**config.mk**
```make
export PLATFORM = sky130hd
export DESIGN_NAME = activation_collector
export DESIGN_NICKNAME = d
export VERILOG_FILES = /design/src/bnn_layer_pkg.sv /design/src/activation_collector.sv
export SDC_FILE = /design/constraint.sdc
export NUM_CORES = 1
export LEC_CHECK = 0
export BUFFER_PORTS_ARGS = -buffer_cell sky130_fd_sc_hd__clkbuf_2
export CELL_PAD_IN_SITES_DETAIL_PLACEMENT = 0
export CELL_PAD_IN_SITES_GLOBAL_PLACEMENT = 1
export CORE_ASPECT_RATIO = 2
export CORE_MARGIN = 8
export CORE_UTILIZATION = 39
export DETAILED_ROUTE_END_ITERATION = 10
export GPL_TIMING_DRIVEN = 0
export HOLD_SLACK_MARGIN = 0.1
export MAX_ROUTING_LAYER = met4
export PLACE_DENSITY = 0.73
export SYNTH_ARGS = -nofsm -noshare
export SYNTH_HDL_FRONTEND = slang
export SYNTH_SLANG_ARGS = --single-unit
```
**constraint.sdc**
```tcl
create_clock -name clk -period 0.8 [get_ports clk]
set_clock_uncertainty 0.1 [all_clocks]
set_input_delay 0.12 -clock clk [delete_from_list [all_inputs] [get_ports clk]]
set_output_delay 0.12 -clock clk [all_outputs]
set_load 0.02 [all_outputs]
```
**src/bnn_layer_pkg.sv**
```systemverilog
package bnn_layer_pkg;

    localparam int N_PIXELS     = 784;
    localparam int N_NEURONS    = 512;
    localparam int READ_LATENCY = 2;  // weight store, address in to row out
    localparam int PIPE_DEPTH   = 3;  // address issue to the bit landing in the collector

    // one bit per pixel, 1 is on and 0 is off
    typedef logic [N_PIXELS-1:0] pixel_vec_t;

    // one bit per weight, 1 stands for +1 and 0 for -1
    typedef logic [N_PIXELS-1:0] weight_row_t;

    typedef logic [N_NEURONS-1:0] activation_vec_t;  // neuron 0 in the top bit

    typedef logic [$clog2(N_NEURONS)-1:0] neuron_idx_t;

    // a single row write into the weight store
    typedef struct packed {
        logic        en;
        neuron_idx_t addr;
        weight_row_t row;
    } weight_write_t;

    // a row on its way out of the weight store
    typedef struct packed {
        logic        valid;
        weight_row_t row;
    } row_read_t;

    // the decision of one neuron
    typedef struct packed {
        logic valid;
        logic fire;
    } neuron_bit_t;

    typedef enum logic [1:0] {
        IDLE,
        SWEEP,
        DRAIN,
        DONE
    } seq_state_t;

endpackage

```
**src/activation_collector.sv**
```systemverilog
`timescale 1ns/1ps

module activation_collector (
    input  logic                           clk,
    input  logic                           rst_n,
    input  bnn_layer_pkg::neuron_bit_t     nb,
    output bnn_layer_pkg::activation_vec_t a1
);
    import bnn_layer_pkg::*;

    // bits arrive in neuron order, so shifting left leaves neuron 0 at the top
    // once the whole sweep has passed through
    always_ff @(posedge clk or negedge rst_n) begin
        if (!rst_n) begin
            a1 <= '0;
        end else if (nb.valid) begin
            a1 <= {a1[N_NEURONS-2:0], nb.fire};
        end
    end

endmodule

```
Word level (Yosys, flattened, before mapping)

Index checks and enable logic that the tools add are counted.

Register bits: 512
Input bits: 4
Output and inout bits: 512

Depth between registers and ports, before layout

Gate-level depths: netlist of the first run.

Depth after elaboration: 0
Depth in mapped cells: 4
Depth with buffers taken out: 1

Least setup slack after synthesis of the first run

Ideal clock, no wire load.

Path kind: input port to flip-flop
Start: in nb[1] (netlist name)
End: reg a1[100]
Arrival time: 0.868 ns
Data required time: 0.575 ns
Setup slack: -0.293 ns
Stages on the path: 4
Path buffers: 3
Path through: buf_6 > buf_6 > clkbuf_8 > mux2_2

RTL lines:

| item                   | RTL line                   | RTL |
|---|---|---|
| start: declaration     | activation_collector.sv:6  | `input bnn_layer_pkg::neuron_bit_t nb,` |
| end signal: assignment | activation_collector.sv:17 | `a1 <= {a1[N_NEURONS-2:0], nb.fire};` |
| end: declaration       | activation_collector.sv:7  | `output bnn_layer_pkg::activation_vec_t a1` |

No word-level cell between the ends.

Worst setup path in the final report of the first run

Start: reg a1[249]
End: out a1[249]

No word-level cell between the ends.

==> results of run 1 <==
-- final timing paths --
check,start,end,cells past startpoint
hold reg to reg,a1[511],a1[511],1
setup / recovery,a1[249],a1[249],1
setup reg to reg,a1[416],a1[417],3
min in group clk,nb[1],a1[509],3
max in group asynchronous,rst_n,a1[52],3
hold / removal,rst_n,a1[396],1
-- per-stage QoR --
step	hold WS, ns	cells
2_1_floorplan	-0.2756	1081
3_3_place_gp	0.2539	2238
3_5_place_dp	0.1594	2242
4_1_cts	-0.4651	2554
5_1_grt	-0.6820	2652
6_report	-0.6651	2652
-- layer usage --
metal,vias up,routed length (um)
li1,5628,-
met1,6325,22110
met2,514,26840
met3,83,6477
met4,0,1255
met5,-,0
-- power breakdown --
group / internal [W] / switching [W] / leakage (nW)
Clock: 0.0127 / 0.00974 / 0.739
Sequential: 0.0265 / 0.000624 / 7.09
Combinational: 0.00285 / 0.00260 / 8.42
Total: 0.0421 / 0.0130 / 16.3
-- cell usage after synthesis (all sizes together) --
cell type and count:
clkbuf 8, buf 49, mux2 512, dfrtp 512
-- kinds of logic after synthesis --
group | Yosys count | synth area share
muxes | 512 | 0.3000
buffers and inverters | 57 | 0.03346
DFF | 512 | 0.6666
-- layout by cell type, fill, tap and decap left out --
cell type      count
mux2_2           512
bufinv_16          3
buf_12             5
clkinvlp_4         2
buf_8            115
clkbuf_4           1
clkbuf_2          60
buf_2              6
dfrtp_2           12
buf_4            328
dfrtp_1          500
clkinv_2           7
clkbuf_8         190
dlygate4sd3_1      1
clkbuf_1           9
clkinv_4           1
clkbuf_16         60
buf_16             5
buf_6            192
-- cell type report --
class	instances	area, um2
Buffer	57	780.7
Clock buffer	65	1356
Clock inverter	13	148.9
Fill cell	3522	18290
Multi-Input combinational cell	512	5766
Sequential cell	512	12830
Tap cell	643	804.5
Timing Repair Buffer	850	8950
-- repair_timing --
item	in CTS	in global routing
buffers inserted	233	95
setup endpoints to repair	1230	1443
gates resized for setup	602	599
endpoints found under the hold margin	287	405
cloned	0	3
==> results.txt, run 1 <==
Power Dens Cells -> 1798 mW/mm2
Setup Total Neg Slack -> -370.67 ns
Failing checks -> hold timing, setup timing
Hold WS -> -0.6651 ns
Peak VDD IR -> 2.300 mV
Post-Syn Area -> 0.01922 mm2
Crit path DAT -> 1.18 ns
Delay-heaviest family, CP -> flip-flops
Yosys top cell by area -> dfrtp_1
Sinks on the clock net -> 512
M1 GR Usage -> 0.2173
Cts hold-fix bufs -> 1
CP peak stage delay -> 0.47 ns
Sequence of cells on the critical path -> buf_6
Detailed-route via count -> 12,550
Final Cycle Share -> 1.755
Endpoints failing hold -> 312
Synth Register Bits -> 512
Final ANT Viol Nets -> 0
Placed inst area -> 0.02285 mm2
Diode count -> 0
Top flop regs -> a1 (512)
Area of the core -> 0.04892 mm2
Met3 usage -> 0.09189
Max Fclk -> 712.4 MHz
Die height -> 330.0 um
First-pass GRT wire length -> 83.28 mm
Overall Power -> 0.05509 W
Met2 Use GR -> 0.3002
Run status -> finished, violations left
Final core occ -> 0.6262
Top reg by flops -> a1
CTS tree -> done
CP Class -> flop to output port
Area growth, synth to finish -> 59.37%
Fin crit period -> 1.404 ns
Total track usage -> 0.1907
Critical Path End Type -> output port
Final RePlAce weighted congestion -> 0.8073
Required time of the worst setup path -> 0.58 ns
Synth unique cells -> 5
Congestion Overflow GR -> 0
Max FFs per register -> 512
Final Slew Violations -> 0
Vias per cell -> 4.732
Clk_lat worst skew -> 0.56 ns
Yosys warns -> 0
Die ar. -> 0.05708 mm2
Reg clk slew, reported paths -> 0.07 ns
FP Rows -> 115
Post-place setup slack -> -1.153 ns
R2R setup slack -> -0.37 ns
Antenna violations before repair -> 0
Max cap viols -> 0
Leakage -> 16.25 nW
Synthesized Nets -> 1,085
Worst slew pin tran -> 0.5784 ns
Class of the worst hold path -> input pin to asynchronous set/reset pin
Clk buf depth -> 3
Relative slew margins -> 0.6144
Initial Utilization -> 0.3929
Top cells by area, synth -> dfrtp_1 (67%), mux2_2 (30%), buf_6 (2.7%)
Hpwl dp -> 36.72 mm
Layout cell share with drive strength beyond 1 -> 0.7461
# setup viols final -> 1,024
Drt total wl -> 56.68 mm
I/O pins -> 516
Buffers on Ports -> 514
Syn Inst Count -> 1,081
Drt first pass iters -> 4
Fin nets -> 1,983
Worst Setup Start Kind -> flop
Largest net degree at the start of global routing -> 112
H-Tree Depth -> 2
Die Wd -> 173.0 um
Drt initial violations -> 465
# DRC -> 0
Post-route cell area -> 0.03063 mm2
Share of the synthesized area in the top cell type -> 0.6666
Buf/Inv on CP -> 1
Setup ws final -> -0.6038 ns
Crit path max fanout -> 3
Root buffer cell -> clkbuf_16
Top Usage Layer GRT -> met2
RSZ-0062 raised after global routing -> true
Mean Syn Cell Area -> 17.78 um2
Drt wl/cell -> 21.37 um
CP max stage cell -> dfrtp_2
CTS Buf Count -> 46
Seq/Total Area, Yosys -> 0.6666
Number of global-route vias before repair -> 13,470
No activity file was read; power rests on OpenSTA's default activity.
==> run 2, diff against run 1 <==
- clock period: 0.8 -> 1.15 ns (I/O delays scaled with it)
==> run 2 against run 1 <==
Against the previous run: combinational power shrank 21%; utilization grew 4.5 points; critical path type unchanged; the flow still finishes with violations (hold timing, setup timing); sequential power shrank 30%; highest routed layer unchanged; first-iteration DRC count grew 40%; largest cell class unchanged; sequential share of layout area shrank 2.8 points; count of clock-buffer cells in the layout shrank 1; via count grew 8.4%; design area grew 7.2%; worst hold slack gained 0.13 ns.
==> results.txt, run 2 (synthesis gave the netlist of run 1 again) <==
Drt initial violations -> 653
Clk_lat worst skew -> 0.57 ns
Relative slew margins -> 0.5880
Crit path DAT -> 1.21 ns
Antenna violations before repair -> 0
Peak VDD IR -> 1.456 mV
Crit path max fanout -> 2
Fin crit period -> 1.482 ns
Number of global-route vias before repair -> 14,600
Commonest non-fill, non-tap cell in the layout -> mux2_2
Buf/Inv on CP -> 1
Most frequent cells in the layout -> mux2_2 (512), buf_4 (505), dfrtp_1 (492)
H-Tree Depth -> 2
Class of the worst hold path -> input pin to asynchronous set/reset pin
Detailed-route via count -> 13,600
Delay-heaviest family, CP -> flip-flops
Worst slew pin tran -> 0.6180 ns
Congestion Overflow GR -> 0
Worst Setup Start Kind -> flop
Top reg by flops -> a1
Final ANT Viol Nets -> 0
Failing checks -> hold timing, setup timing
Area growth, synth to finish -> 70.82%
Final RePlAce weighted congestion -> 0.7899
Max Fclk -> 674.8 MHz
Sequence of cells on the critical path -> buf_8
# setup viols final -> 555
Area of the core -> 0.04892 mm2
Diode count -> 0
Run status -> finished, violations left
Drt wl/cell -> 23.05 um
Required time of the worst setup path -> 0.88 ns
Drt total wl -> 65.39 mm
Final Slew Violations -> 0
Buffers on Ports -> 514
FF-to-FF Start -> a1[303]
Setup Total Neg Slack -> -125.49 ns
Initial Utilization -> 0.3929
Max cap viols -> 0
Reg2reg path depth -> 3
Critical Path End Type -> output port
R2R Path End -> a1[303]
Crit. Startpoint -> a1[169]
CP Class -> flop to output port
CP max stage cell -> dfrtp_2
Vias per cell -> 4.795
Power Dens Cells -> 1204 mW/mm2
CP peak stage delay -> 0.48 ns
Hpwl dp -> 37.61 mm
Die ar. -> 0.05708 mm2
Final non-filler cell total -> 2,837
Final core occ -> 0.6712
CTS Buf Count -> 46
Fin nets -> 2,161
Final Cycle Share -> 1.289
Hold WS -> -0.5375 ns
RSZ-0062 raised after global routing -> true
Max FFs per register -> 512
R2R setup slack -> -0.06 ns
Die Wd -> 173.0 um
CTS tree -> done
Root buffer cell -> clkbuf_16
Layout cell share with drive strength beyond 1 -> 0.7716
Top flop regs -> a1 (512)
Clk buf depth -> 3
I/O pins -> 516
Placed Cells -> 2,242
First-pass GRT wire length -> 91.50 mm
FP Rows -> 115
Reg clk slew, reported paths -> 0.07 ns
Total track usage -> 0.2113
# DRC -> 0
Endpoints failing hold -> 247
Setup ws final -> -0.3319 ns
Largest net degree at the start of global routing -> 111
Leakage -> 17.43 nW
Drt first pass iters -> 4
Die height -> 330.0 um
Sinks on the clock net -> 512
run 2: per-layer routing:
metal / vias to the layer above / share of wire / routed length [um] / global-route usage
met5: - / 0 / 0 / -
met1: 6910 / 0.38 / 24880 / 0.2367
met2: 603 / 0.48 / 31420 / 0.3330
met4: 0 / 0.032 / 2103 / 0.06230
li1: 5985 / - / - / -
met3: 104 / 0.11 / 6981 / 0.1007
run 2: metrics by stage:
stage	instance area, um2	hold WS, ns	setup slack (ns)	power, W
after floorplan	19220	-0.2231	0.004602	0.02071
after global placement	22600	0.3257	-12.17	0.02198
after detailed placement	22720	0.2188	-0.8808	0.02201
after CTS	31040	-0.5513	-0.3947	0.03938
after global routing	32830	-0.5205	-0.3697	0.04091
final	32830	-0.5375	-0.3319	0.03952
run 2: final cells by class:
type                    count  area, um2
multi-input cells         512       5766
flip-flops and latches    512      12840
well taps                 643      804.5
repair buffers           1028      11190
fillers                  3103      16090
clock inverters            21      217.7
plain buffers              57      643.1
clock buffers              64       1373
run 2: timing repair:
action | 4_1_cts | 5_1_grt
gates cloned | 1 | 1
gates resized for setup | 921 | 406
hold endpoints to repair | 405 | 254
endpoints found under the setup margin | 622 | 527
setup buffers | 358 | 147
hold buffers | 2 | 2
run 2: worst max-delay path by stage:
stage                     cells after the start  endpoint  slack (ns)
after floorplan                               4   a1[100]       0.005
after global placement                        1   a1[211]      -12.17
after detailed placement                      3   a1[211]       -0.88
after CTS                                     1   a1[169]       -0.39
after global routing                          1   a1[296]       -0.37
final                                         1   a1[169]       -0.33
run 2: power by group:
part	internal, W	switching, W	leakage [nW]
clock network	0.00928	0.00700	0.792
registers	0.0185	0.000465	7.07
logic	0.00231	0.00201	9.57
run 2: worst register-to-register path: cells and delay by family, from the launching register on:
family   cells  cell delay [ns]
flops        1             0.43
mux          1             0.27
buf+inv      2             0.30
==> run 3, diff against run 2 <==
- CORE_UTILIZATION: 39 -> 41
- clock period: 1.15 -> 1.65 ns (I/O delays scaled with it)
==> run 3 against run 2 <==
Against the previous run: the flow finishes with violations (hold timing); sequential share of layout area is 14 points higher; global-route usage fell by 2.5 points; combinational power decreased by 56%; non-clock buffer count decreased by 508; die area is 4.5% lower; design area decreased by 26%; power decreased by 34%; critical endpoint is now a1[225]; largest power group unchanged.
==> results.txt, run 3 (synthesis gave the netlist of run 1 again) <==
First-pass GRT wire length -> 75.83 mm
Final Cycle Share -> 0.9473
Max FFs per register -> 512
Root buffer cell -> clkbuf_16
Area of the core -> 0.04652 mm2
Class of the worst hold path -> input pin to asynchronous set/reset pin
RSZ-0062 raised after global routing -> false
CP Class -> flop to output port
Run status -> finished, violations left
Sequence of cells on the critical path -> clkbuf_4
Drt wl/cell -> 21.41 um
Sinks on the clock net -> 512
Vias per cell -> 4.832
Drt total wl -> 49.47 mm
Overall Power -> 0.02591 W
Hpwl dp -> 38.34 mm
# DRC -> 0
CTS Buf Count -> 46
Clk_lat worst skew -> 0.56 ns
Top flop regs -> a1 (512)
Power Dens Cells -> 1067 mW/mm2
Detailed-route via count -> 11,170
Final ANT Viol Nets -> 0
Delay-heaviest family, CP -> flip-flops
Drt initial violations -> 482
Peak VDD IR -> 1.189 mV
Die height -> 322.2 um
Required time of the worst setup path -> 1.30 ns
Diode count -> 0
Reg2reg path depth -> 1
CTS tree -> done
Setup ws final -> 0.08689 ns
Endpoints failing hold -> 236
Max cap viols -> 0
Area growth, synth to finish -> 26.27%
Antenna violations before repair -> 0
H-Tree Depth -> 2
Crit path max fanout -> 3
Worst Setup Start Kind -> flop
Fin nets -> 1,653
Initial Utilization -> 0.4131
Failing checks -> hold timing
Drt first pass iters -> 4
Post-route cell area -> 0.02427 mm2
# setup viols final -> 0
Congestion Overflow GR -> 0
R2R Path End -> a1[110]
CP peak stage delay -> 0.42 ns
Post-place setup slack -> -0.2741 ns
Leakage -> 13.48 nW
Buf/Inv on CP -> 1
CP max stage cell -> dfrtp_1
Layout fillers -> 4,010
Most frequent cells in the layout -> mux2_2 (512), clkbuf_2 (512), dfrtp_1 (511)
Critical Path End Type -> output port
Hold WS -> -0.5606 ns
Top reg by flops -> a1
Setup Total Neg Slack -> 0 ns
Fin crit period -> 1.563 ns
Relative slew margins -> 0.6003
Buffers on Ports -> 514
Max Fclk -> 639.8 MHz
Total track usage -> 0.1860
Layout cell share with drive strength beyond 1 -> 0.6918
Die ar. -> 0.05448 mm2
Reg clk slew, reported paths -> 0.06 ns
Final RePlAce weighted congestion -> 0.8140
R2R setup slack -> 0.70 ns
Largest net degree at the start of global routing -> 118
I/O pins -> 516
Final Slew Violations -> 0
Clk buf depth -> 3
Crit path DAT -> 1.22 ns
Worst slew pin tran -> 0.5995 ns
Number of global-route vias before repair -> 12,420
Placed inst area -> 0.02272 mm2
FP Rows -> 112
Cts hold-fix bufs -> 1
Die Wd -> 169.1 um
FF-to-FF Start -> a1[109]
[run 3: changes by cell type in the layout (fill, tap and decap cells not counted), moves of 2 or more]
cell / delta
dfrtp_1: +19
dlygate4sd3_1: -2
dfrtp_2: -19
clkbuf_16: -4
clkbuf_8: -231
clkbuf_2: +511
buf_4: -505
buf_8: -222
buf_6: -60
[run 3: worst max path at each step]
stage / start / endpoint / slack [ns] / cells after the start
floorplan: nb[1] / a1[100] / 0.43 / 4
global placement: rst_n / a1[490] / -11.07 / 1
detailed placement: rst_n / a1[385] / -0.27 / 4
CTS: a1[225] / a1[225] / 0.02 / 1
global route: a1[209] / a1[209] / 0.01 / 1
finish: a1[225] / a1[225] / 0.09 / 1
[run 3: per-stage QoR]
| stage | util | cells |
|---|---|---|
| 2_1_floorplan | - | 1081 |
| 3_5_place_dp | 0.4884 | 2227 |
| 4_1_cts | 0.5217 | 2311 |
| 5_1_grt | 0.5217 | 2311 |
| 3_3_place_gp | 0.4853 | 2222 |
| 6_report | 0.5217 | 2311 |
[run 3: power by group]
part / internal [W] / leakage [nW] / total, W / switching, W
logic: 0.000765 / 5.61 / 0.00192 / 0.00116
clock network: 0.00619 / 0.761 / 0.0109 / 0.00470
registers: 0.0129 / 7.11 / 0.0131 / 0.000241
[run 3: routing by layer]
metal  track usage  vias up  share of wire
met2        0.3281      403           0.53
met5             -        -              0
met3       0.06074       91          0.087
met4       0.08098        0          0.042
met1        0.1845     5720           0.34
li1              -     4952              -
[run 3: layout make-up]
class / instances / area [um2] / share of cell area
Timing Repair Buffer: 520 / 2731 / 0.1125
Clock buffer: 61 / 1299 / 0.05351
Clock inverter: 22 / 234.0 / 0.009640
Sequential cell: 512 / 12810 / 0.5279
Tap cell: 627 / 784.5 / 0.03232
Multi-Input combinational cell: 512 / 5766 / 0.2376
Buffer: 57 / 643.1 / 0.02650
[run 3: timing repair]
item | in CTS | in global routing
endpoints found under the setup margin | 2 | 0
hold endpoints to repair | 237 | 236
resized for setup | 2 | 0
buffers inserted | 0 | 0
