`src/bnn_layer_pkg.sv`:
```
package bnn_layer_pkg;

    localparam int N_PIXELS     = 784;
    localparam int N_NEURONS    = 512;
    localparam int READ_LATENCY = 2;  // weight store, address in to row out
    localparam int PIPE_DEPTH   = 3;  // address issue to the bit landing in the collector

    // one bit per pixel, 1 is on and 0 is off
    typedef logic [N_PIXELS-1:0] pixel_vec_t;

    // one bit per weight, 1 stands for +1 and 0 for -1
    typedef logic [N_PIXELS-1:0] weight_row_t;

    typedef logic [N_NEURONS-1:0] activation_vec_t;  // neuron 0 in the top bit

    typedef logic [$clog2(N_NEURONS)-1:0] neuron_idx_t;

    // a single row write into the weight store
    typedef struct packed {
        logic        en;
        neuron_idx_t addr;
        weight_row_t row;
    } weight_write_t;

    // a row on its way out of the weight store
    typedef struct packed {
        logic        valid;
        weight_row_t row;
    } row_read_t;

    // the decision of one neuron
    typedef struct packed {
        logic valid;
        logic fire;
    } neuron_bit_t;

    typedef enum logic [1:0] {
        IDLE,
        SWEEP,
        DRAIN,
        DONE
    } seq_state_t;

endpackage

```
`src/neuron_sequencer.sv`:
```
`timescale 1ns/1ps

module neuron_sequencer (
    input  logic clk,
    input  logic rst_n,
    input  logic start,
    input  logic last_issue,
    input  logic drain_end,
    output logic sweep_run,
    output logic drain_run,
    output logic busy,
    output logic done
);
    import bnn_layer_pkg::*;

    seq_state_t state;
    seq_state_t state_nxt;

    always_ff @(posedge clk or negedge rst_n) begin
        if (!rst_n) begin
            state <= IDLE;
        end else begin
            state <= state_nxt;
        end
    end

    always_comb begin
        state_nxt = state;
        case (state)
            IDLE: begin
                if (start) begin  // only looked at here, a start in any other state is dropped
                    state_nxt = SWEEP;
                end
            end
            SWEEP: begin
                if (last_issue) begin
                    state_nxt = DRAIN;
                end
            end
            DRAIN: begin
                if (drain_end) begin
                    state_nxt = DONE;
                end
            end
            DONE: begin
                state_nxt = IDLE;
            end
            default: begin
                state_nxt = IDLE;
            end
        endcase
    end

    assign sweep_run = (state == SWEEP);
    assign drain_run = (state == DRAIN);
    assign done      = (state == DONE);

    // busy follows SWEEP and DRAIN one edge late, so it rises with the first read
    // and drops at the same edge that raises done
    always_ff @(posedge clk or negedge rst_n) begin
        if (!rst_n) begin
            busy <= 1'b0;
        end else begin
            busy <= (state == SWEEP) || (state == DRAIN && !drain_end);
        end
    end

    done_one_cycle: assert property (
        @(posedge clk) disable iff (!rst_n)
        done |=> !done
    );

    // the result is never reported while the layer still claims to be working
    done_ends_busy: assert property (
        @(posedge clk) disable iff (!rst_n)
        $rose(done) |-> $fell(busy)
    );

endmodule

```
`config.mk`:
```
export PLATFORM = sky130hd
export DESIGN_NAME = neuron_sequencer
export DESIGN_NICKNAME = d
export VERILOG_FILES = /design/src/bnn_layer_pkg.sv /design/src/neuron_sequencer.sv
export SDC_FILE = /design/constraint.sdc
export NUM_CORES = 1
export LEC_CHECK = 0
export ABC_AREA = 1
export BUFFER_PORTS_ARGS = -buffer_cell sky130_fd_sc_hd__buf_4
export CORE_AREA = 2 2 39 41
export CTS_CLUSTER_SIZE = 20
export DETAILED_ROUTE_END_ITERATION = 10
export DIE_AREA = 0 0 41 43
export GPL_TIMING_DRIVEN = 0
export PLACE_DENSITY = 0.41
export SYNTH_ARGS = -nofsm -noshare
export SYNTH_HDL_FRONTEND = slang
export SYNTH_SLANG_ARGS = --single-unit
```
`constraint.sdc`:
```
create_clock -name clk -period 1 [get_ports clk]
set_input_delay 0.2 -clock clk [delete_from_list [all_inputs] [get_ports clk]]
set_output_delay 0.2 -clock clk [all_outputs]
set_load 0.02 [all_outputs]
```
# --- Word-level counts from Yosys, hierarchy flattened ---
# Cells that the tools add are included.
totals:
  ff_bits: 3
  in_bits: 5
  elab_cells: 17
classes:
  eq_ne: 6
  mux: 4
  reduce_logical: 5
ops:
  columns: ["op", "n"]
  rows:
  - ["$pmux 2 s4", 1]
  - ["$mux 2", 3]
  - ["$ne 2x2->1 const B", 3]
  - ["$eq 2x2->1 const B", 2]
  - ["$reduce_and 3->1", 1]
  - ["$eq 2x1->1 const B", 1]
  - ["$logic_not 2->1", 1]
  - ["$logic_and 1x1->1", 1]
  - ["$logic_not 1->1", 1]
  - ["$logic_or 1x1->1", 1]

# --- Longest topological paths before layout ---
# Gate-level depths: netlist (run 1).
logic_depth:
  ltp_word: 3
  depth_mapped: 6
  depth_no_buf: 6

# --- Least setup slack after synthesis (run 1) ---
# No wires, ideal clock.
synth_path:
  path_type: "reg-to-reg"
  startpoint: "reg state[0]"
  endpoint: "reg state[1]"
  setup_ns: 0.118
  arrival_time_ns: 1.012
  required_time_ns: 0.882
  setup_slack_ns: -0.130
  path_stages_with_launch: 7
  path_buffers: 0
  synth_period_minus_slack_ns: 1.130
  path_cell_list: "dfrtp_1 inv_1 ha_1 nand2_2 nand3_2 nand2_1 nand2_1"
synth_between:
  elab_chain_len: 3
  word_cells_on_any_way: 9
  classes_between: "6 x eq/ne; 1 x mux; 2 x reduce/logical"
synth_rtl:
  columns: ["item", "line", "rtl"]
  rows:
  - ["start: declaration", "neuron_sequencer.sv:16", "seq_state_t state;"]
  - ["start signal: assignment", "neuron_sequencer.sv:23", "state <= state_nxt;"]
  - ["$eq 2x2->1 (*)", null, null]
  - ["via drain_run", "neuron_sequencer.sv:10", "output logic drain_run,"]
  - ["$ne 2x2->1 (no source line)", null, null]
  - ["$reduce_and 3->1 (no source line)", null, null]
# The timed path passes the listed nets; every way through them passes the cells marked *.
# A chain may end at the register's enable or synchronous reset.

# --- Final worst setup path (run 1) ---
layout_path:
  startpoint: "reg state[1]"
  endpoint: "out done"
layout_between:
  elab_chain_len: 1
layout_rtl:
  columns: ["item", "line", "rtl"]
  rows:
  - ["$eq 2x2->1", "neuron_sequencer.sv:56", "assign done = (state == DONE);"]
  - ["end: declaration", "neuron_sequencer.sv:12", "output logic done"]
# Every way passes these cells.

==> out/metrics.cfg, run 1 <==
[final_layout]
diodes = 0
final_cell_area_um2 = 439.2
drive_gt1_share_pct = 63.64
nets = 54
syn_to_final_growth_pct = 100.6

[route]
drc = 0
initialDrtViolationCount = 0
wl_per_cell_um = 8.350
wl_um = 501
ant_nets = 0
viasPerCell = 3.667
num_vias = 220
drt_pass1_iterations = 1

[global_route]
grt_overflow = 0
grtUsageTotal_pct = 6.820
grt_pass1_vias = 208
grt_first_pass_wirelength_um = 793
antenna_found_initial = 0
grt_max_degree = 5

[flow_run]
maxCapViolations = 0

[cts]
cts_made_buffers = 3
ctsRootBufferMaster = clkbuf_4
htree_levels = 1
cts_tree = yes
cts_sinks = 3
cts.clk_slew.worst_paths_ps = 40
insertion_delay_ps = 230
ctsLongestPathBuffers = 2

[sta]
setup_slack_ps = -216.6
final-max-slew-violation-count = 0
rsz0062_at_grt = yes
timing_hold_violations_final = 0
tightestPinTransition_ps = 156.7
relSlewSlack_pct = 89.55
fin_crit_ps = 1217
fmax_mhz = 821.9
fin_crit_sh_pct = 121.7
skew_ps = 0.8306
setup_tns_ps = -931.3
setup_viol = 6

[yosys]
synthTopCellsByArea = dfrtp_1 34%, ha_1 23%, inv_1 14%
postSynthCellCount = 27
ys_warn_count = 0
synth_top_area_cell = dfrtp_1
synth.avg_cell_area_um2 = 8.110
syn_area_um2 = 219.0
ys_ff_latch = 3
synthesis.nets = 36
synth_cell_types = 7
ys_seq_area_share_pct = 34.29
synth_top_area_share_pct = 34.29

[place]
finalWeightedCongestion = 0.6709
dp_hpwl_um = 350.7
pre_cts_ws_ps = -114.2
placed_area_um2 = 341.6
portBuffers = 8

[hold_path]
min_path_cells = 4
min-delay-path-class = in -> reg
hold_start = drain_end
hold_end = busy

[setup_path]
rr_worst_depth = 7
r2r-end = state[1]
cp.required_ps = 800
crit_buf_inv = 1
rrSetupSlack_ps = -140
arrival_ps = 1020
end_kind = primary output
path_class = reg -> out
reg2reg_from = state[1]
cpPeakStageDelay_ps = 450
crit_family = flip-flops
path_cells = ha_2 > buf_4
critPathSlowestCell = dfrtp_2
worstSetupStartpointType = register
crit_fanout = 4

[power]
total_power_w = 0.001423
vdd_drop_max_uv = 1214
power_density_mw_per_mm2 = 3241
p_leak_nw = 0.2384

[floorplan]
die_y_um = 43
std_cell_rows = 14
coreArea_mm2 = 0.001384
die_x_um = 41
dieArea_mm2 = 0.001763
io_pins = 9
initial_core_util_pct = 15.82

[status]
status = finished, violations left
violations = negative setup slack

-- what timing repair did --
item,CTS,global route
pin swaps,2,4
endpoints found under the hold margin,3,0
resized for setup,9,1
hold buffers,1,0
setup endpoints to repair,5,6
setup buffers,4,0
-- Yosys cell counts (all sizes together) --
cell and instances:
nand2 9, inv 8, ha 4, nand4 2
dfrtp 3, nand3 1
-- report_power, final --
part,internal [W],switching [W]
clock network,0.000150,0.0000656
registers,0.000195,0.0000950
logic,0.000479,0.000439
total,0.000823,0.000600
-- per-layer routing --
layer	global-route usage, %	share of wire, %	up-vias
li1	-	-	116
met1	6.731	40	96
met2	11.88	52	8
met3	3.141	8.2	0
met4	2.000	0	0
met5	0	0	-
-- kinds of logic after synthesis --
| group | count (synthesis) | share of synthesized area, % |
|---|---|---|
| buf+inv | 8 | 13.71 |
| fa+ha+maj | 4 | 22.86 |
| simple gates | 12 | 29.14 |
| flops | 3 | 34.28 |
-- worst reg2reg max path: cells and delay by family (launching register included) --
kind | cells | cell delay, ps
buf+inv | 2 | 210
flops | 1 | 420
fa+ha+maj | 1 | 160
simple gates | 4 | 240
-- registers in the layout (all words and copies together) (netlist names) --
name	flops
busy	1
state	2
-- placed cells by master (no fill, tap or decap), drive strengths merged --
cell	n
dfrtp	3
nand4	2
nand3	1
ha	4
buf	12
nand2	9
clkbuf	4
inv	8
dlygate4sd3	1
-- how the worst max path moves through the flow --
stage | from | to | slack [ps] | depth (start not counted)
floorplan | state[0] | state[0] | -40 | 6
global placement | state[0] | state[0] | -110 | 6
detailed placement | state[0] | state[0] | -110 | 6
CTS | state[0] | done | -230 | 2
global route | state[0] | done | -250 | 2
finish | state[1] | done | -220 | 2
-- metrics by stage --
| stage | cells | utilization (%) | hold WS, ps |
|---|---|---|---|
| after global placement | 51 | 24.68 | -12.30 |
| after CTS | 60 | 31.56 | 250.2 |
| after detailed placement | 51 | 24.68 | -8.691 |
| final | 60 | 31.74 | 249.8 |
| after global routing | 60 | 31.74 | 269.2 |
| after floorplan | 27 | - | -95.59 |
-- area by class of cell --
type,count,area [um^2]
fill,151,944.7
multi-input combinational,16,171.4
timing repair buffer,13,111.4
sequential,3,77.57
inverter,8,32.53
clock buffer,4,26.28
tap,16,20.02
(Power assumes the default switching activity.)
==> run 2: changes to the inputs <==
CORE_AREA = 5 5 42 44   (was 2 2 39 41)
DIE_AREA = 0 0 47 49   (was 0 0 41 43)
PLACE_DENSITY = 0.45   (was 0.41)
REMOVE_ABC_BUFFERS = 1   (was default)
==> out/metrics.cfg, run 2 (same netlist as run 1, synthesis figures left out) <==
[status]
status = finished, violations left
violations = negative setup slack

[route]
initialDrtViolationCount = 3  ; +3
viasPerCell = 3.533  ; -3.6%
wl_um = 544  ; +8.6%
drt_pass1_iterations = 2  ; +1
wl_per_cell_um = 9.067  ; +8.6%
drc = 0  ; unchanged
num_vias = 212  ; -3.6%
ant_nets = 0  ; unchanged

[final_layout]
final_cell_mix = 8 x buf_4, 5 x inv_1, 5 x nand2_1, 4 x buf_6
nets = 54  ; unchanged
utilization_pct = 31.43  ; -0.31 points
largest_reg_flops = 2  ; unchanged
largest-register = state
reg.largest.list = state: 2 flops, busy: 1 flops
regArea_um2 = 77.57  ; unchanged
multi_input_area_um2 = 171.4  ; unchanged
diodes = 0  ; unchanged
drive_gt1_share_pct = 65.91  ; +2.3 points
syn_to_final_growth_pct = 101.1
final_common_cell = buf_4
nFillCells = 155  ; +2.6%

[sta]
fmax_mhz = 827.5  ; +0.67%
setup_viol = 5  ; -1
relSlewSlack_pct = 90.65  ; +1.1 points
tightestPinTransition_ps = 140.3  ; -16.44 ps
setup_tns_ps = -905.1  ; +26.14 ps
holdWs_ps = 270.2  ; +20.34 ps
rsz0062_at_grt = yes
fin_crit_sh_pct = 120.9  ; -0.81 points
final-max-slew-violation-count = 0  ; unchanged
fin_crit_ps = 1209  ; -8.132 ps
timing_hold_violations_final = 0  ; unchanged
skew_ps = 5.492  ; +4.662 ps
setup_slack_ps = -208.5  ; +8.132 ps

[setup_path]
arrival_ps = 1010  ; about the same
cpPeakStageDelay_ps = 440  ; about the same
critPathSlowestCell = dfrtp_2
path_class = reg -> out
cp.required_ps = 800  ; about the same
crit_fanout = 4  ; unchanged
crit_family = flip-flops
worstSetupStartpointType = register
crit_buf_inv = 2  ; +1
path_cells = inv_2 > ha_4 > buf_6
end_kind = primary output

[floorplan]
std_cell_rows = 14  ; unchanged
io_pins = 9  ; unchanged
initial_core_util_pct = 15.63  ; -0.20 points
coreArea_mm2 = 0.001401  ; +1.3%
die_x_um = 47  ; +15%
dieArea_mm2 = 0.002303  ; +31%
die_y_um = 49  ; +14%

[flow_run]
maxCapViolations = 0  ; unchanged

[place]
portBuffers = 8  ; unchanged
finalWeightedCongestion = 0.5997  ; -11%
dp_hpwl_um = 330.6  ; -5.7%

[cts]
htree_levels = 1  ; unchanged
cts_sinks = 3  ; unchanged
insertion_delay_ps = 230  ; about the same
ctsLongestPathBuffers = 2  ; unchanged
cts.clk_slew.worst_paths_ps = 40  ; about the same
cts_made_buffers = 3  ; unchanged
cts_tree = yes
ctsRootBufferMaster = clkbuf_4

[global_route]
grt_first_pass_wirelength_um = 807  ; +1.8%
grt_pass1_vias = 207  ; -0.48%
grt_overflow = 0  ; unchanged
antenna_found_initial = 0  ; unchanged
grt_max_degree = 5  ; unchanged
grtUsageTotal_pct = 5.004  ; -1.8 points

[power]
p_leak_nw = 0.2381  ; -0.11%
power_density_mw_per_mm2 = 3289  ; +1.5%
vdd_drop_max_uv = 1054  ; -13%

[hold_path]
min-delay-path-class = in -> reg

## run 2: report_power, final
group	switching [W]	leakage [nW]	total, W	internal [W]
logic	0.000462	0.189	0.000959	0.000497
registers	0.0000868	0.0344	0.000282	0.000195
clock network	0.0000576	0.0150	0.000207	0.000149
total	0.000607	0.238	0.00145	0.000842
## run 2: area by class of cell
class,count,area share [%]
sequential,3,17.61
clock buffer,4,5.966
tap,16,4.545
inverter,8,6.818
timing repair buffer,13,26.14
multi-input combinational,16,38.92
## run 2: routing by layer
layer,share of wire [%],vias to the layer above,global-route usage [%]
li1,-,113,-
met5,0,-,0
met3,5.9,0,1.107
met1,38,94,5.286
met4,0,0,4.147
met2,56,5,7.919
## run 2: through the flow
stage	worst slack [ps]	instances	total power, W	cell area, um^2
2_1_floorplan	-130.1	27	0.0006560	219.0
3_3_place_gp	-126.6	51	0.0008410	299.0
3_5_place_dp	-125.7	51	0.0008362	299.0
4_1_cts	-205.8	60	0.001379	431.7
5_1_grt	-253.5	60	0.001577	440.4
6_report	-208.5	60	0.001448	440.4
## run 2: path summary, 6_finish.rpt
path,from,slack (ps),to,depth (start not counted)
setup / recovery,state[0],-210,drain_run,3
min in group asynchronous,rst_n,300,state[1],2
hold reg to reg,state[0],570,state[0],2
max in group asynchronous,rst_n,600,state[0],2
hold / removal,drain_end,270,busy,4
setup reg to reg,state[0],-150,state[0],7
## run 2: tightest hold or removal path: stages
cell and delay (ps):
buf_4 80, inv_1 50, nand2_4 80, nand2_2 40
## run 2: timing repair
item	in CTS	in global routing
hold endpoints to repair	3	0
setup endpoints to repair	6	6
hold buffers	1	0
buffers inserted	4	0
gates resized for setup	17	3
pin swaps	5	1
==> run 3: changes to the inputs <==
PLACE_DENSITY = default   (was 0.45)
PLACE_DENSITY_LB_ADDON = 0.05   (was default)
==> out/metrics.cfg, run 3 (same netlist as run 1, synthesis figures left out) <==
[sta]
tightestPinTransition_ps = 127.4  ; -12.90 ps
fmax_mhz = 830.0  ; +0.31%
relSlewSlack_pct = 91.51  ; +0.86 points
fin_crit_sh_pct = 120.5  ; -0.37 points
rsz0062_at_grt = yes
final-max-slew-violation-count = 0  ; unchanged
setup_slack_ps = -204.8  ; +3.705 ps
fin_crit_ps = 1205  ; -3.705 ps
setup_tns_ps = -853.1  ; +52.08 ps
setup_viol = 5  ; unchanged
skew_ps = 1.733  ; -3.759 ps
timing_hold_violations_final = 0  ; unchanged

[cts]
ctsLongestPathBuffers = 2  ; unchanged
cts_sinks = 3  ; unchanged
cts.clk_slew.worst_paths_ps = 40  ; about the same
htree_levels = 1  ; unchanged
cts_made_buffers = 3  ; unchanged
cts_tree = yes
insertion_delay_ps = 230  ; about the same
ctsRootBufferMaster = clkbuf_4

[route]
initialDrtViolationCount = 1  ; -2
drt_pass1_iterations = 2  ; unchanged
viasPerCell = 3.800  ; +7.5%
num_vias = 228  ; +7.5%
wl_um = 552  ; +1.5%
ant_nets = 0  ; unchanged
drc = 0  ; unchanged
wl_per_cell_um = 9.200  ; +1.5%

[final_layout]
diodes = 0  ; unchanged
nets = 54  ; unchanged
reg.largest.list = state: 2 flops, busy: 1 flops
drive_gt1_share_pct = 65.91  ; unchanged
final_cell_area_um2 = 440.4  ; unchanged
nFillCells = 167  ; +7.7%
final_cell_mix = 8 x buf_4, 5 x inv_1, 5 x nand2_1, 4 x buf_6
largest-register = state
syn_to_final_growth_pct = 101.1  ; unchanged
largest_reg_flops = 2  ; unchanged
final_common_cell = buf_4

[floorplan]
coreArea_mm2 = 0.001401  ; unchanged
dieArea_mm2 = 0.002303  ; unchanged
die_x_um = 47  ; unchanged
die_y_um = 49  ; unchanged
io_pins = 9  ; unchanged
initial_core_util_pct = 15.63  ; unchanged
std_cell_rows = 14  ; unchanged

[power]
p_leak_nw = 0.2382  ; about the same
power_density_mw_per_mm2 = 3261  ; -0.86%
vdd_drop_max_uv = 921.8  ; -13%

[setup_path]
arrival_ps = 1000  ; about the same
cp.required_ps = 800  ; about the same
cpPeakStageDelay_ps = 440  ; about the same
worstSetupStartpointType = register
crit_family = flip-flops
crit_buf_inv = 2  ; unchanged
end_kind = primary output
path_class = reg -> out
crit_fanout = 4  ; unchanged
critPathSlowestCell = dfrtp_2
path_cells = inv_2 > ha_4 > buf_6

[global_route]
grt_first_pass_wirelength_um = 876  ; +8.6%
grt_pass1_vias = 225  ; +8.7%
grt_max_degree = 5  ; unchanged
antenna_found_initial = 0  ; unchanged
grt_overflow = 0  ; unchanged
grtUsageTotal_pct = 5.567  ; +0.56 points

[place]
pre_cts_ws_ps = -117.0  ; +8.761 ps
placed_area_um2 = 299.0  ; unchanged
dp_hpwl_um = 383.6  ; +16%
finalWeightedCongestion = 0.6265  ; +4.5%
portBuffers = 8  ; unchanged

[flow_run]
maxCapViolations = 0  ; unchanged

[hold_path]
min-delay-path-class = in -> reg

[status]
status = finished, violations left
violations = negative setup slack

## run 3: cell counts in the layout (fill, tap and decap cells not counted)
Identical to the previous run, type by type.
## run 3: routing by layer
metal	routed length, um	track usage (%)	vias up
met5	0	0	-
met4	0	4.147	0
met3	37	2.214	0
met2	318	8.824	6
met1	197	5.507	109
li1	-	-	113
## run 3: stage by stage
step | hold WS [ps] | cells | total power [W] | util (%)
2_1_floorplan | -95.59 | 27 | 0.0006560 | -
3_3_place_gp | -9.154 | 51 | 0.0008584 | 21.34
3_5_place_dp | -9.064 | 51 | 0.0008469 | 21.34
4_1_cts | 243.0 | 60 | 0.001428 | 31.07
5_1_grt | 277.8 | 60 | 0.001576 | 31.43
6_report | 264.0 | 60 | 0.001436 | 31.43
## run 3: cell type report
type / count / area, um^2 / share of cell area [%]
Clock buffer: 4 / 26.28 / 5.966
Tap cell: 16 / 20.02 / 4.545
Multi-Input combinational cell: 16 / 171.4 / 38.92
Timing Repair Buffer: 13 / 115.1 / 26.14
Sequential cell: 3 / 77.57 / 17.61
Inverter: 8 / 30.03 / 6.818
## run 3: report_power, final
group | total, W | switching, W | leakage [nW] | internal (W)
clock network | 0.000211 | 0.0000613 | 0.0150 | 0.000149
logic | 0.000951 | 0.000463 | 0.189 | 0.000488
registers | 0.000275 | 0.0000793 | 0.0344 | 0.000195
total | 0.00144 | 0.000604 | 0.238 | 0.000832
## run 3: final timing paths
| check | to | depth (start not counted) | start | slack [ps] |
|---|---|---|---|---|
| min in group asynchronous | state[1] | 2 | rst_n | 290 |
| max in group asynchronous | state[0] | 2 | rst_n | 600 |
| setup / recovery | sweep_run | 3 | state[1] | -200 |
| hold / removal | busy | 4 | drain_end | 260 |
| setup reg to reg | state[1] | 7 | state[1] | -140 |
| hold reg to reg | state[0] | 2 | state[0] | 560 |
## run 3: worst reg2reg max path, delay by kind of cell, from the launching register on
| kind | cells | cell delay, ps |
|---|---|---|
| buffers and inverters | 2 | 210 |
| flip-flops | 1 | 410 |
| AND/OR/NAND/NOR | 4 | 250 |
| adder cells (fa/ha/maj) | 1 | 160 |
## run 3: what timing repair did
| action | in CTS | in global routing |
|---|---|---|
| pin swaps | 3 | 3 |
| gates resized for setup | 18 | 2 |
| hold buffers | 1 | 0 |
| buffers inserted | 4 | 0 |
| endpoints found under the setup margin | 6 | 6 |
| hold endpoints to repair | 3 | 0 |
